## src/source/armIsaPkg.sv

```systemverilog
`default_nettype none

package armIsaPkg;

    localparam int dataWidth  = 32;
    localparam int regCount   = 16;
    localparam int shamtWidth = 5;
    localparam int rotWidth   = 4;
    localparam int imm8Width  = 8;

    // Field positions in a data-processing word
    localparam int condPos     = 28;
    localparam int classPos    = 26;
    localparam int immFlagPos  = 25;
    localparam int opcodePos   = 21;
    localparam int sBitPos     = 20;
    localparam int rnPos       = 16;
    localparam int rdPos       = 12;
    localparam int rotPos      = 8;
    localparam int shamtPos    = 7;
    localparam int shTypePos   = 5;
    localparam int regShiftPos = 4;
    localparam int rmPos       = 0;
    localparam int imm8Pos     = 0;

    typedef logic [$clog2(regCount)-1:0] regIndex;
    typedef logic [dataWidth-1:0]        dataWord;
    typedef logic [31:0]                 instrWord;

    typedef enum logic [3:0] {
        opAnd, opEor, opSub, opRsb, opAdd, opAdc, opSbc, opRsc,
        opTst, opTeq, opCmp, opCmn, opOrr, opMov, opBic, opMvn
    } dpOpcode;

    // condNv is the 1111 encoding, never taken here
    typedef enum logic [3:0] {
        condEq, condNe, condCs, condCc, condMi, condPl, condVs, condVc,
        condHi, condLs, condGe, condLt, condGt, condLe, condAl, condNv
    } condCode;

    typedef enum logic [1:0] {shLsl, shLsr, shAsr, shRor} shiftType;

endpackage

`default_nettype wire

```

## src/source/corePkg.sv

```systemverilog
`default_nettype none

package corePkg;

    import armIsaPkg::*;

    localparam int retireDepth    = 4;
    localparam int retireIdxWidth = $clog2(retireDepth);

    typedef struct packed {
        logic n;
        logic z;
        logic c;
        logic v;
    } archFlags;

    typedef struct packed {
        logic                  supported;
        condCode               cond;
        dpOpcode               opcode;
        logic                  setFlags;
        regIndex               rn;
        regIndex               rd;
        regIndex               rm;
        logic                  isImm;
        dataWord               imm;
        logic                  immRotated;
        logic [shamtWidth-1:0] shamt;
        shiftType              shType;
    } decodedOp;

    typedef struct packed {
        logic     executed;
        logic     writesReg;
        regIndex  rd;
        dataWord  value;
        archFlags flags;
    } retireRecord;

endpackage

`default_nettype wire

```

## src/source/instrIntake.sv

```systemverilog
`timescale 1ns/1ps
`default_nettype none

module instrIntake
    import armIsaPkg::*;
(
    input  wire           CLK,
    input  wire           rst,
    input  wire           instrReq,
    output logic          instrAck,
    input  wire instrWord instr,
    output logic          slotValid,
    output instrWord      slotInstr,
    input  wire           take
);

    typedef enum logic [1:0] {idle, holding, waitRelease} intakeState;

    intakeState state;
    logic       capture;

    // Word is only taken in once the slot has drained
    assign capture = (state != waitRelease) && instrReq && !slotValid;

    always_ff @(posedge CLK) begin
        if (rst) begin
            state     <= idle;
            instrAck  <= 1'b0;
            slotValid <= 1'b0;
        end else begin
            if (take) begin
                slotValid <= 1'b0;
            end
            case (state)
                idle, holding: begin
                    if (capture) begin
                        slotValid <= 1'b1;
                        instrAck  <= 1'b1;
                        state     <= waitRelease;
                    end else if (instrReq) begin
                        state <= holding;
                    end
                end
                waitRelease: begin
                    if (!instrReq) begin
                        instrAck <= 1'b0;
                        state    <= idle;
                    end
                end
                default: state <= idle;
            endcase
        end
    end

    always_ff @(posedge CLK) begin
        if (capture) begin
            slotInstr <= instr;
        end
    end

endmodule

`default_nettype wire

```

## src/source/decodeStage.sv

```systemverilog
`timescale 1ns/1ps
`default_nettype none

module decodeStage
    import armIsaPkg::*;
    import corePkg::*;
(
    input  wire           CLK,
    input  wire           rst,
    input  wire           slotValid,
    input  wire instrWord slotInstr,
    output logic          take,
    output logic          decodedValid,
    output decodedOp      decoded,
    input  wire           accept
);

    decodedOp               nextOp;
    dataWord                immBase;
    logic [rotWidth:0]      rotAmount;
    logic [2*dataWidth-1:0] immPair;

    //////////////////////////////////////////////////
    // Field extraction

    // Rotate right by twice the 4-bit field
    assign rotAmount = {slotInstr[rotPos +: rotWidth], 1'b0};
    assign immBase   = dataWord'(slotInstr[imm8Pos +: imm8Width]);
    assign immPair   = {immBase, immBase} >> rotAmount;

    always_comb begin
        nextOp.isImm      = slotInstr[immFlagPos];
        // Register forms with bit 4 set shift by a register, not kept
        nextOp.supported  = (slotInstr[classPos +: 2] == 2'b00)
                            && (slotInstr[immFlagPos] || !slotInstr[regShiftPos]);
        nextOp.cond       = condCode'(slotInstr[condPos +: $bits(condCode)]);
        nextOp.opcode     = dpOpcode'(slotInstr[opcodePos +: $bits(dpOpcode)]);
        nextOp.setFlags   = slotInstr[sBitPos];
        nextOp.rn         = slotInstr[rnPos +: $bits(regIndex)];
        nextOp.rd         = slotInstr[rdPos +: $bits(regIndex)];
        nextOp.rm         = slotInstr[rmPos +: $bits(regIndex)];
        nextOp.imm        = immPair[dataWidth-1:0];
        nextOp.immRotated = (rotAmount != '0);
        nextOp.shamt      = slotInstr[shamtPos +: shamtWidth];
        nextOp.shType     = shiftType'(slotInstr[shTypePos +: $bits(shiftType)]);
    end

    //////////////////////////////////////////////////
    // Stage register

    // Slot drains when the register is empty or moving on
    assign take = slotValid && (!decodedValid || accept);

    always_ff @(posedge CLK) begin
        if (rst) begin
            decodedValid <= 1'b0;
        end else if (take) begin
            decodedValid <= 1'b1;
        end else if (accept) begin
            decodedValid <= 1'b0;
        end
    end

    always_ff @(posedge CLK) begin
        if (take) begin
            decoded <= nextOp;
        end
    end

endmodule

`default_nettype wire

```

## src/source/registerFile.sv

```systemverilog
`timescale 1ns/1ps
`default_nettype none

module registerFile
    import armIsaPkg::*;
(
    input  wire          CLK,
    input  wire          rst,
    input  wire regIndex rnAddr,
    input  wire regIndex rmAddr,
    output dataWord      rnData,
    output dataWord      rmData,
    input  wire          writeEn,
    input  wire regIndex writeAddr,
    input  wire dataWord writeData
);

    dataWord regs [regCount];

    always_ff @(posedge CLK) begin
        if (rst) begin
            for (int i = 0; i < regCount; i++) begin
                regs[i] <= '0;
            end
        end else if (writeEn) begin
            regs[writeAddr] <= writeData;
        end
    end

    // Reads see the value from the last edge
    assign rnData = regs[rnAddr];
    assign rmData = regs[rmAddr];

endmodule

`default_nettype wire

```

## src/source/executeStage.sv

```systemverilog
`timescale 1ns/1ps
`default_nettype none

module executeStage
    import armIsaPkg::*;
    import corePkg::*;
(
    input  wire           CLK,
    input  wire           rst,
    input  wire           decodedValid,
    input  wire decodedOp decoded,
    output logic          accept,
    output regIndex       rnAddr,
    output regIndex       rmAddr,
    input  wire dataWord  rnData,
    input  wire dataWord  rmData,
    output logic          writeEn,
    output regIndex       writeAddr,
    output dataWord       writeData,
    output logic          push,
    output retireRecord   pushRecord,
    input  wire           full
);

    archFlags               flags;
    archFlags               aluFlags;
    archFlags               nextFlags;
    dataWord                shOut;
    logic                   shCarry;
    logic [2*dataWidth-1:0] rorPair;
    logic signed [dataWidth:0] asrWide;
    dataWord                addA;
    dataWord                addB;
    logic                   addCin;
    logic                   arith;
    logic [dataWidth:0]     sum;
    dataWord                result;
    logic                   condPass;
    logic                   executed;
    logic                   writesReg;
    logic                   fire;

    assign rnAddr = decoded.rn;
    assign rmAddr = decoded.rm;

    //////////////////////////////////////////////////
    // Barrel shifter

    assign rorPair = {rmData, rmData} >> decoded.shamt;
    assign asrWide = $signed({rmData, 1'b0}) >>> decoded.shamt;

    always_comb begin
        shOut   = rmData;
        shCarry = flags.c;
        if (decoded.isImm) begin
            shOut   = decoded.imm;
            shCarry = decoded.immRotated ? decoded.imm[dataWidth-1] : flags.c;
        end else begin
            case (decoded.shType)
                shLsl: begin
                    if (decoded.shamt != '0) begin
                        {shCarry, shOut} = {1'b0, rmData} << decoded.shamt;
                    end
                end
                shLsr: begin
                    // Amount 0 encodes a shift by 32
                    if (decoded.shamt == '0) begin
                        shOut   = '0;
                        shCarry = rmData[dataWidth-1];
                    end else begin
                        {shOut, shCarry} = {rmData, 1'b0} >> decoded.shamt;
                    end
                end
                shAsr: begin
                    if (decoded.shamt == '0) begin
                        shOut   = {dataWidth{rmData[dataWidth-1]}};
                        shCarry = rmData[dataWidth-1];
                    end else begin
                        {shOut, shCarry} = asrWide;
                    end
                end
                shRor: begin
                    // RRX when the amount is 0
                    if (decoded.shamt == '0) begin
                        shOut   = {flags.c, rmData[dataWidth-1:1]};
                        shCarry = rmData[0];
                    end else begin
                        shOut   = rorPair[dataWidth-1:0];
                        shCarry = rorPair[dataWidth-1];
                    end
                end
            endcase
        end
    end

    //////////////////////////////////////////////////
    // ALU

    // Subtractions add the inverted operand, so C ends up as no borrow
    always_comb begin
        addA   = rnData;
        addB   = shOut;
        addCin = 1'b0;
        arith  = 1'b1;
        case (decoded.opcode)
            opAdd, opCmn: arith = 1'b1;
            opAdc: addCin = flags.c;
            opSub, opCmp: begin
                addB   = ~shOut;
                addCin = 1'b1;
            end
            opSbc: begin
                addB   = ~shOut;
                addCin = flags.c;
            end
            opRsb: begin
                addA   = shOut;
                addB   = ~rnData;
                addCin = 1'b1;
            end
            opRsc: begin
                addA   = shOut;
                addB   = ~rnData;
                addCin = flags.c;
            end
            default: arith = 1'b0;
        endcase
    end

    assign sum = {1'b0, addA} + {1'b0, addB} + addCin;

    always_comb begin
        case (decoded.opcode)
            opAnd, opTst: result = rnData & shOut;
            opEor, opTeq: result = rnData ^ shOut;
            opOrr:        result = rnData | shOut;
            opMov:        result = shOut;
            opBic:        result = rnData & ~shOut;
            opMvn:        result = ~shOut;
            default:      result = sum[dataWidth-1:0];
        endcase
    end

    always_comb begin
        aluFlags.n = result[dataWidth-1];
        aluFlags.z = (result == '0);
        aluFlags.c = arith ? sum[dataWidth] : shCarry;
        aluFlags.v = arith ? (addA[dataWidth-1] == addB[dataWidth-1])
                             && (sum[dataWidth-1] != addA[dataWidth-1])
                           : flags.v;
    end

    //////////////////////////////////////////////////
    // Condition check and flags

    always_comb begin
        case (decoded.cond)
            condEq:  condPass = flags.z;
            condNe:  condPass = !flags.z;
            condCs:  condPass = flags.c;
            condCc:  condPass = !flags.c;
            condMi:  condPass = flags.n;
            condPl:  condPass = !flags.n;
            condVs:  condPass = flags.v;
            condVc:  condPass = !flags.v;
            condHi:  condPass = flags.c && !flags.z;
            condLs:  condPass = !flags.c || flags.z;
            condGe:  condPass = (flags.n == flags.v);
            condLt:  condPass = (flags.n != flags.v);
            condGt:  condPass = !flags.z && (flags.n == flags.v);
            condLe:  condPass = flags.z || (flags.n != flags.v);
            condAl:  condPass = 1'b1;
            default: condPass = 1'b0;
        endcase
    end

    assign accept    = !full;
    assign fire      = decodedValid && accept;
    assign executed  = decoded.supported && condPass;
    assign writesReg = executed && !(decoded.opcode inside {opTst, opTeq, opCmp, opCmn});
    assign nextFlags = (executed && decoded.setFlags) ? aluFlags : flags;

    always_ff @(posedge CLK) begin
        if (rst) begin
            flags <= '0;
        end else if (fire) begin
            flags <= nextFlags;
        end
    end

    // Write and push both land at the end of this cycle
    assign writeEn   = fire && writesReg;
    assign writeAddr = decoded.rd;
    assign writeData = result;
    assign push      = fire;

    always_comb begin
        pushRecord.executed  = executed;
        pushRecord.writesReg = writesReg;
        pushRecord.rd        = decoded.rd;
        pushRecord.value     = executed ? result : '0;
        pushRecord.flags     = nextFlags;
    end

endmodule

`default_nettype wire

```

## src/source/retireQueue.sv

```systemverilog
`timescale 1ns/1ps
`default_nettype none

module retireQueue
    import corePkg::*;
(
    input  wire              CLK,
    input  wire              rst,
    input  wire              push,
    input  wire retireRecord pushRecord,
    output logic             full,
    output logic             retireReq,
    input  wire              retireAck,
    output retireRecord      retire
);

    typedef enum logic [1:0] {idle, requesting, waitRelease} sendState;

    sendState                  state;
    retireRecord               entries [retireDepth];
    logic [retireIdxWidth-1:0] headPtr;
    logic [retireIdxWidth-1:0] tailPtr;
    logic [retireIdxWidth:0]   count;
    logic                      pop;

    assign full   = (count == (retireIdxWidth + 1)'(retireDepth));
    assign retire = entries[headPtr];

    // Head leaves once the receiver has released its ack
    assign pop = (state == waitRelease) && !retireAck;

    always_ff @(posedge CLK) begin
        if (push) begin
            entries[tailPtr] <= pushRecord;
        end
    end

    always_ff @(posedge CLK) begin
        if (rst) begin
            state     <= idle;
            retireReq <= 1'b0;
            headPtr   <= '0;
            tailPtr   <= '0;
            count     <= '0;
        end else begin
            if (push) begin
                tailPtr <= tailPtr + 1'b1;
            end
            if (pop) begin
                headPtr <= headPtr + 1'b1;
            end
            case ({push, pop})
                2'b10:   count <= count + 1'b1;
                2'b01:   count <= count - 1'b1;
                default: count <= count;
            endcase

            case (state)
                idle: begin
                    if (count != '0) begin
                        retireReq <= 1'b1;
                        state     <= requesting;
                    end
                end
                requesting: begin
                    if (retireAck) begin
                        retireReq <= 1'b0;
                        state     <= waitRelease;
                    end
                end
                waitRelease: begin
                    if (!retireAck) begin
                        state <= idle;
                    end
                end
                default: state <= idle;
            endcase
        end
    end

endmodule

`default_nettype wire

```

## src/source/armCore.sv

```systemverilog
`timescale 1ns/1ps
`default_nettype none

module armCore
    import armIsaPkg::*;
    import corePkg::*;
(
    input  wire           CLK,
    input  wire           rst,
    input  wire           instrReq,
    output logic          instrAck,
    input  wire instrWord instr,
    output logic          retireReq,
    input  wire           retireAck,
    output retireRecord   retire
);

    logic        slotValid;
    instrWord    slotInstr;
    logic        take;
    logic        decodedValid;
    decodedOp    decoded;
    logic        accept;
    regIndex     rnAddr;
    regIndex     rmAddr;
    dataWord     rnData;
    dataWord     rmData;
    logic        writeEn;
    regIndex     writeAddr;
    dataWord     writeData;
    logic        push;
    retireRecord pushRecord;
    logic        full;

    //////////////////////////////////////////////////
    // Input side

    instrIntake instrIntake (
        .CLK        (CLK        ),
        .rst        (rst        ),
        .instrReq   (instrReq   ),
        .instrAck   (instrAck   ),
        .instr      (instr      ),
        .slotValid  (slotValid  ),
        .slotInstr  (slotInstr  ),
        .take       (take       ));

    //////////////////////////////////////////////////
    // Processing

    decodeStage decodeStage (
        .CLK          (CLK          ),
        .rst          (rst          ),
        .slotValid    (slotValid    ),
        .slotInstr    (slotInstr    ),
        .take         (take         ),
        .decodedValid (decodedValid ),
        .decoded      (decoded      ),
        .accept       (accept       ));

    registerFile registerFile (
        .CLK        (CLK        ),
        .rst        (rst        ),
        .rnAddr     (rnAddr     ),
        .rmAddr     (rmAddr     ),
        .rnData     (rnData     ),
        .rmData     (rmData     ),
        .writeEn    (writeEn    ),
        .writeAddr  (writeAddr  ),
        .writeData  (writeData  ));

    executeStage executeStage (
        .CLK          (CLK          ),
        .rst          (rst          ),
        .decodedValid (decodedValid ),
        .decoded      (decoded      ),
        .accept       (accept       ),
        .rnAddr       (rnAddr       ),
        .rmAddr       (rmAddr       ),
        .rnData       (rnData       ),
        .rmData       (rmData       ),
        .writeEn      (writeEn      ),
        .writeAddr    (writeAddr    ),
        .writeData    (writeData    ),
        .push         (push         ),
        .pushRecord   (pushRecord   ),
        .full         (full         ));

    //////////////////////////////////////////////////
    // Output side

    retireQueue retireQueue (
        .CLK        (CLK        ),
        .rst        (rst        ),
        .push       (push       ),
        .pushRecord (pushRecord ),
        .full       (full       ),
        .retireReq  (retireReq  ),
        .retireAck  (retireAck  ),
        .retire     (retire     ));

endmodule

`default_nettype wire

```

## config.mk

```make
export PLATFORM = sky130hd
export DESIGN_NAME = armCore
export DESIGN_NICKNAME = d
export VERILOG_FILES = /design/src/source/armIsaPkg.sv /design/src/source/corePkg.sv /design/src/source/instrIntake.sv /design/src/source/decodeStage.sv /design/src/source/registerFile.sv /design/src/source/executeStage.sv /design/src/source/retireQueue.sv /design/src/source/armCore.sv
export SDC_FILE = /design/constraint.sdc
export NUM_CORES = 2
export LEC_CHECK = 0
export ABC_AREA = 1
export BUFFER_PORTS_ARGS = -buffer_cell sky130_fd_sc_hd__buf_2
export CAP_MARGIN = 20
export CORE_MARGIN = 1
export CORE_UTILIZATION = 30
export CTS_BUF_LIST = sky130_fd_sc_hd__clkbuf_4
export DETAILED_ROUTE_END_ITERATION = 8
export GPL_TIMING_DRIVEN = 0
export SLEW_MARGIN = 20
export SYNTH_ARGS = -nofsm -noshare
export SYNTH_HDL_FRONTEND = slang
export SYNTH_SLANG_ARGS = --single-unit
```

## constraint.sdc

```tcl
create_clock -name CLK -period 12.7 [get_ports CLK]
set_input_delay 0.635 -clock CLK [delete_from_list [all_inputs] [get_ports CLK]]
set_output_delay 0.635 -clock CLK [all_outputs]
set_load 0.05 [all_outputs]
```

==> results.toml <==
[status]
outcome = "complete, no violations"

[setup_path]
ff2ff_setup_slack_ps = 1580
r2r_cells = 38
slowest_delay_ps = 760
slowest_stage = "buf_2"
cp-end-kind = "register"
critPathMaxFanout = 10
startpoint_type = "register"
crit_type = "reg -> reg"
cp_common_cell = "nand3_1"
r2r_end = "retireQueue.entries[3][2]"
worst_ep_required_time_ps = 13750
crit_arrival_ps = 12170

[synth]
avgSynthCellArea_sq_um = 7.71
synth_edf_count = 775
synth_warnings = 0
synth_area_sq_um = 50700
ys_ff_latch = 804
ys_async_sr_fraction = 0
yosysSeqAreaShare = 0.470
synth_area_leader_cell = "edfxtp_1"
ys_top_cells_by_count = "1550 x nand2_1, 775 x edfxtp_1, 768 x nand3_1, 756 x nor2_1, 714 x inv_1"
yosysMostFrequentCell = "nand2_1"
synth_top_area_share = 0.459
synthDistinctLibCells = 58
ys.flop_type = "edfxtp_1"
synth_cells = 6579
synth_nets = 6686
synth.area.top_cells = "edfxtp_1 46%, nand2_1 11%, nand3_1 7.6%"

[worst_hold_path]
worstHoldStart = "instr[21]"
holdPathStages = 2
hp-class = "in -> reg"
min_to = "instrIntake.slotInstr[21]"

[sta]
final_max_slew_viol_count = 0
setup_viol = 0
max_freq_ghz = 0.0900
min_period_ps = 11120
whs_ps = 91.0
tns_ps = 0
fin_crit_sh = 0.875
tightest_slew_ps = 1360
rsz0062_at_grt = "false"
relSlewSlack = 0.0903
hold_violations = 0
finalClockSkew_ps = 181

[cts]
ctsResizeCount = 0
cts_setup_buffers = 0
htreeDepth = 4
cts_tree = "done"
cts_buffers = 226
cts_sinks = 804
ctsLongestPathBuffers = 3
clk_latency_ps = 1420
clkTransAtPathRegs_ps = 60
clock-root-buffer = "clkbuf_4"

[pwr]
ir_drop_uv = 80.3
p_leak_nw = 25.2
power_density_nw_per_um2 = 147
p_total_mw = 8.55

[floorplan]
coreArea_sq_um = 168000
std_cell_rows = 150
die_x_um = 413
die_h_um = 413
design.portCount = 80
start_util = 0.303
die-area_sq_um = 171000

[placed_design]
dp.final_hpwl_um = 237000
io_buffers = 79
routabilityCongestion = 1.05

[drt]
drc_errors = 0
drtPass1Iterations = 7
viasPerCell = 5.87
vias = 55000
wirelength_um = 329000
wl_per_cell_um = 35.1
antenna_left = 0
dr.first_iter.drc_count = 9323

[job]
maxCapViolations = 0

[grt]
overflow = 0
antenna_found_initial = 38
grt_pass1_vias = 49700
grt_use_total = 0.377
grt_start_max_net_pins = 53
grt_pass1_wl_um = 433000

[final_layout]
layout-drive-gt1-share = 0.118
nNetsFinal = 7075
area_growth_pct = 14.6
==> flip-flops by register name, indices dropped and copies added, names as in the netlist, named ones only <==
register / count
decodeStage.decodedValid: 1
instrIntake.state: 2
executeStage.flags: 4
instrIntake.slotValid: 1
retireQueue.headPtr: 2
retireQueue.count: 3
retireQueue.retireReq: 1
retireQueue.state: 2
decodeStage.decoded: 63
registerFile.regs: 512
retireQueue.tailPtr: 2
instrIntake.slotInstr: 32
instrIntake.instrAck: 1
retireQueue.entries: 168
==> layout make-up <==
cell class | count | area, sq um
inverters | 735 | 2760
flip-flops and latches | 804 | 23900
diodes | 20 | 50.0
well taps | 2204 | 2760
plain buffers | 456 | 2280
repair buffers | 161 | 1420
fillers | 18000 | 109000
clock buffers | 321 | 2410
multi-input cells | 4584 | 22100
clock inverters | 81 | 533
==> per-stage QoR <==
stage,setup WS [ps],utilization,cell area [sq um],std cells
detailed placement,1980,0.326,54600,8885
global route,1430,0.347,58100,9354
global placement,1700,0.322,53900,8862
CTS,1960,0.347,58100,9346
floorplan,7140,-,50700,6579
finish,1580,0.347,58200,9366
==> cell usage in the layout (no fill, tap or decap), types with 37 or more instances in the layout <==
cell type      synthesis  routed
clkbuf_2               0      54
inv_1                714     713
clkbuf_4               0     321
buf_1                 54      45
a21oi_1              362     362
o211ai_1             127     127
buf_6                 36      37
nand2_2               59      61
buf_2                 94     182
clkinv_1               5      56
dlygate4sd3_1          0      59
o221ai_1              50      50
or2_1                 41      41
ha_1                  68      68
nor2_1               756     752
nand2_1             1550    1534
nand3_1              768     768
o21ai_0              520     517
o22ai_1               48      47
clkbuf_1             252     198
edfxtp_1             775     775
==> metal layers <==
| metal | global-route usage | share of wire | vias to the layer above | wire [um] |
|---|---|---|---|---|
| met4 | 0.212 | 0.066 | 24 | 21700 |
| met1 | 0.519 | 0.41 | 26800 | 136000 |
| met2 | 0.522 | 0.40 | 4175 | 130000 |
| met3 | 0.109 | 0.12 | 936 | 40400 |
| li1 | - | - | 23000 | - |
| met5 | 0.00650 | 0.0012 | - | 385 |
==> cells by family (layout without fill, tap and decap cells) <==
| kind of cell | Yosys count | in the layout | share of synthesized area |
|---|---|---|---|
| buffers and inverters | 1191 | 1754 | 0.0978 |
| AO/OA/AOI/OAI | 1216 | 1216 | 0.136 |
| XOR/XNOR | 12 | 12 | 0.00207 |
| flip-flops | 804 | 804 | 0.470 |
| other | 0 | 20 | 0 |
| adder cells (fa/ha/maj) | 71 | 71 | 0.0179 |
| AND/OR/NAND/NOR | 3285 | 3285 | 0.276 |
==> how the worst max path moves through the flow <==
| stage | from | depth (start not counted) | slack [ps] | end |
|---|---|---|---|---|
| after floorplan | register | 41 | 7140 | retireQueue.entries[0][2] |
| after global routing | register | 41 | 1430 | retireQueue.entries[3][2] |
| after detailed placement | register | 38 | 1980 | retireQueue.entries[0][2] |
| final | register | 38 | 1580 | retireQueue.entries[3][2] |
| after CTS | register | 38 | 1960 | retireQueue.entries[3][2] |
| after global placement | register | 38 | 1700 | retireQueue.entries[3][2] |
==> worst max-delay path, delay by kind of cell, from the launching register on <==
family / cells / cell delay, ps
AOI/OAI and AO/OA: 11 / 3200
adders and majority gates: 2 / 980
and+or+nand+nor: 21 / 4570
DFF: 1 / 590
buffers and inverters: 4 / 1440
==> timing repair <==
action	in CTS	in global routing
hold endpoints to repair	55	0
setup endpoints to repair	0	0
hold buffers	59	0
==> power by group <==
part / internal (mW) / switching [mW] / leakage (nW)
clock: 1.25 / 1.30 / 1.73
combinational: 0.599 / 2.35 / 15.5
sequential: 3.01 / 0.0493 / 8.02
No activity file was read; power rests on OpenSTA's default activity.
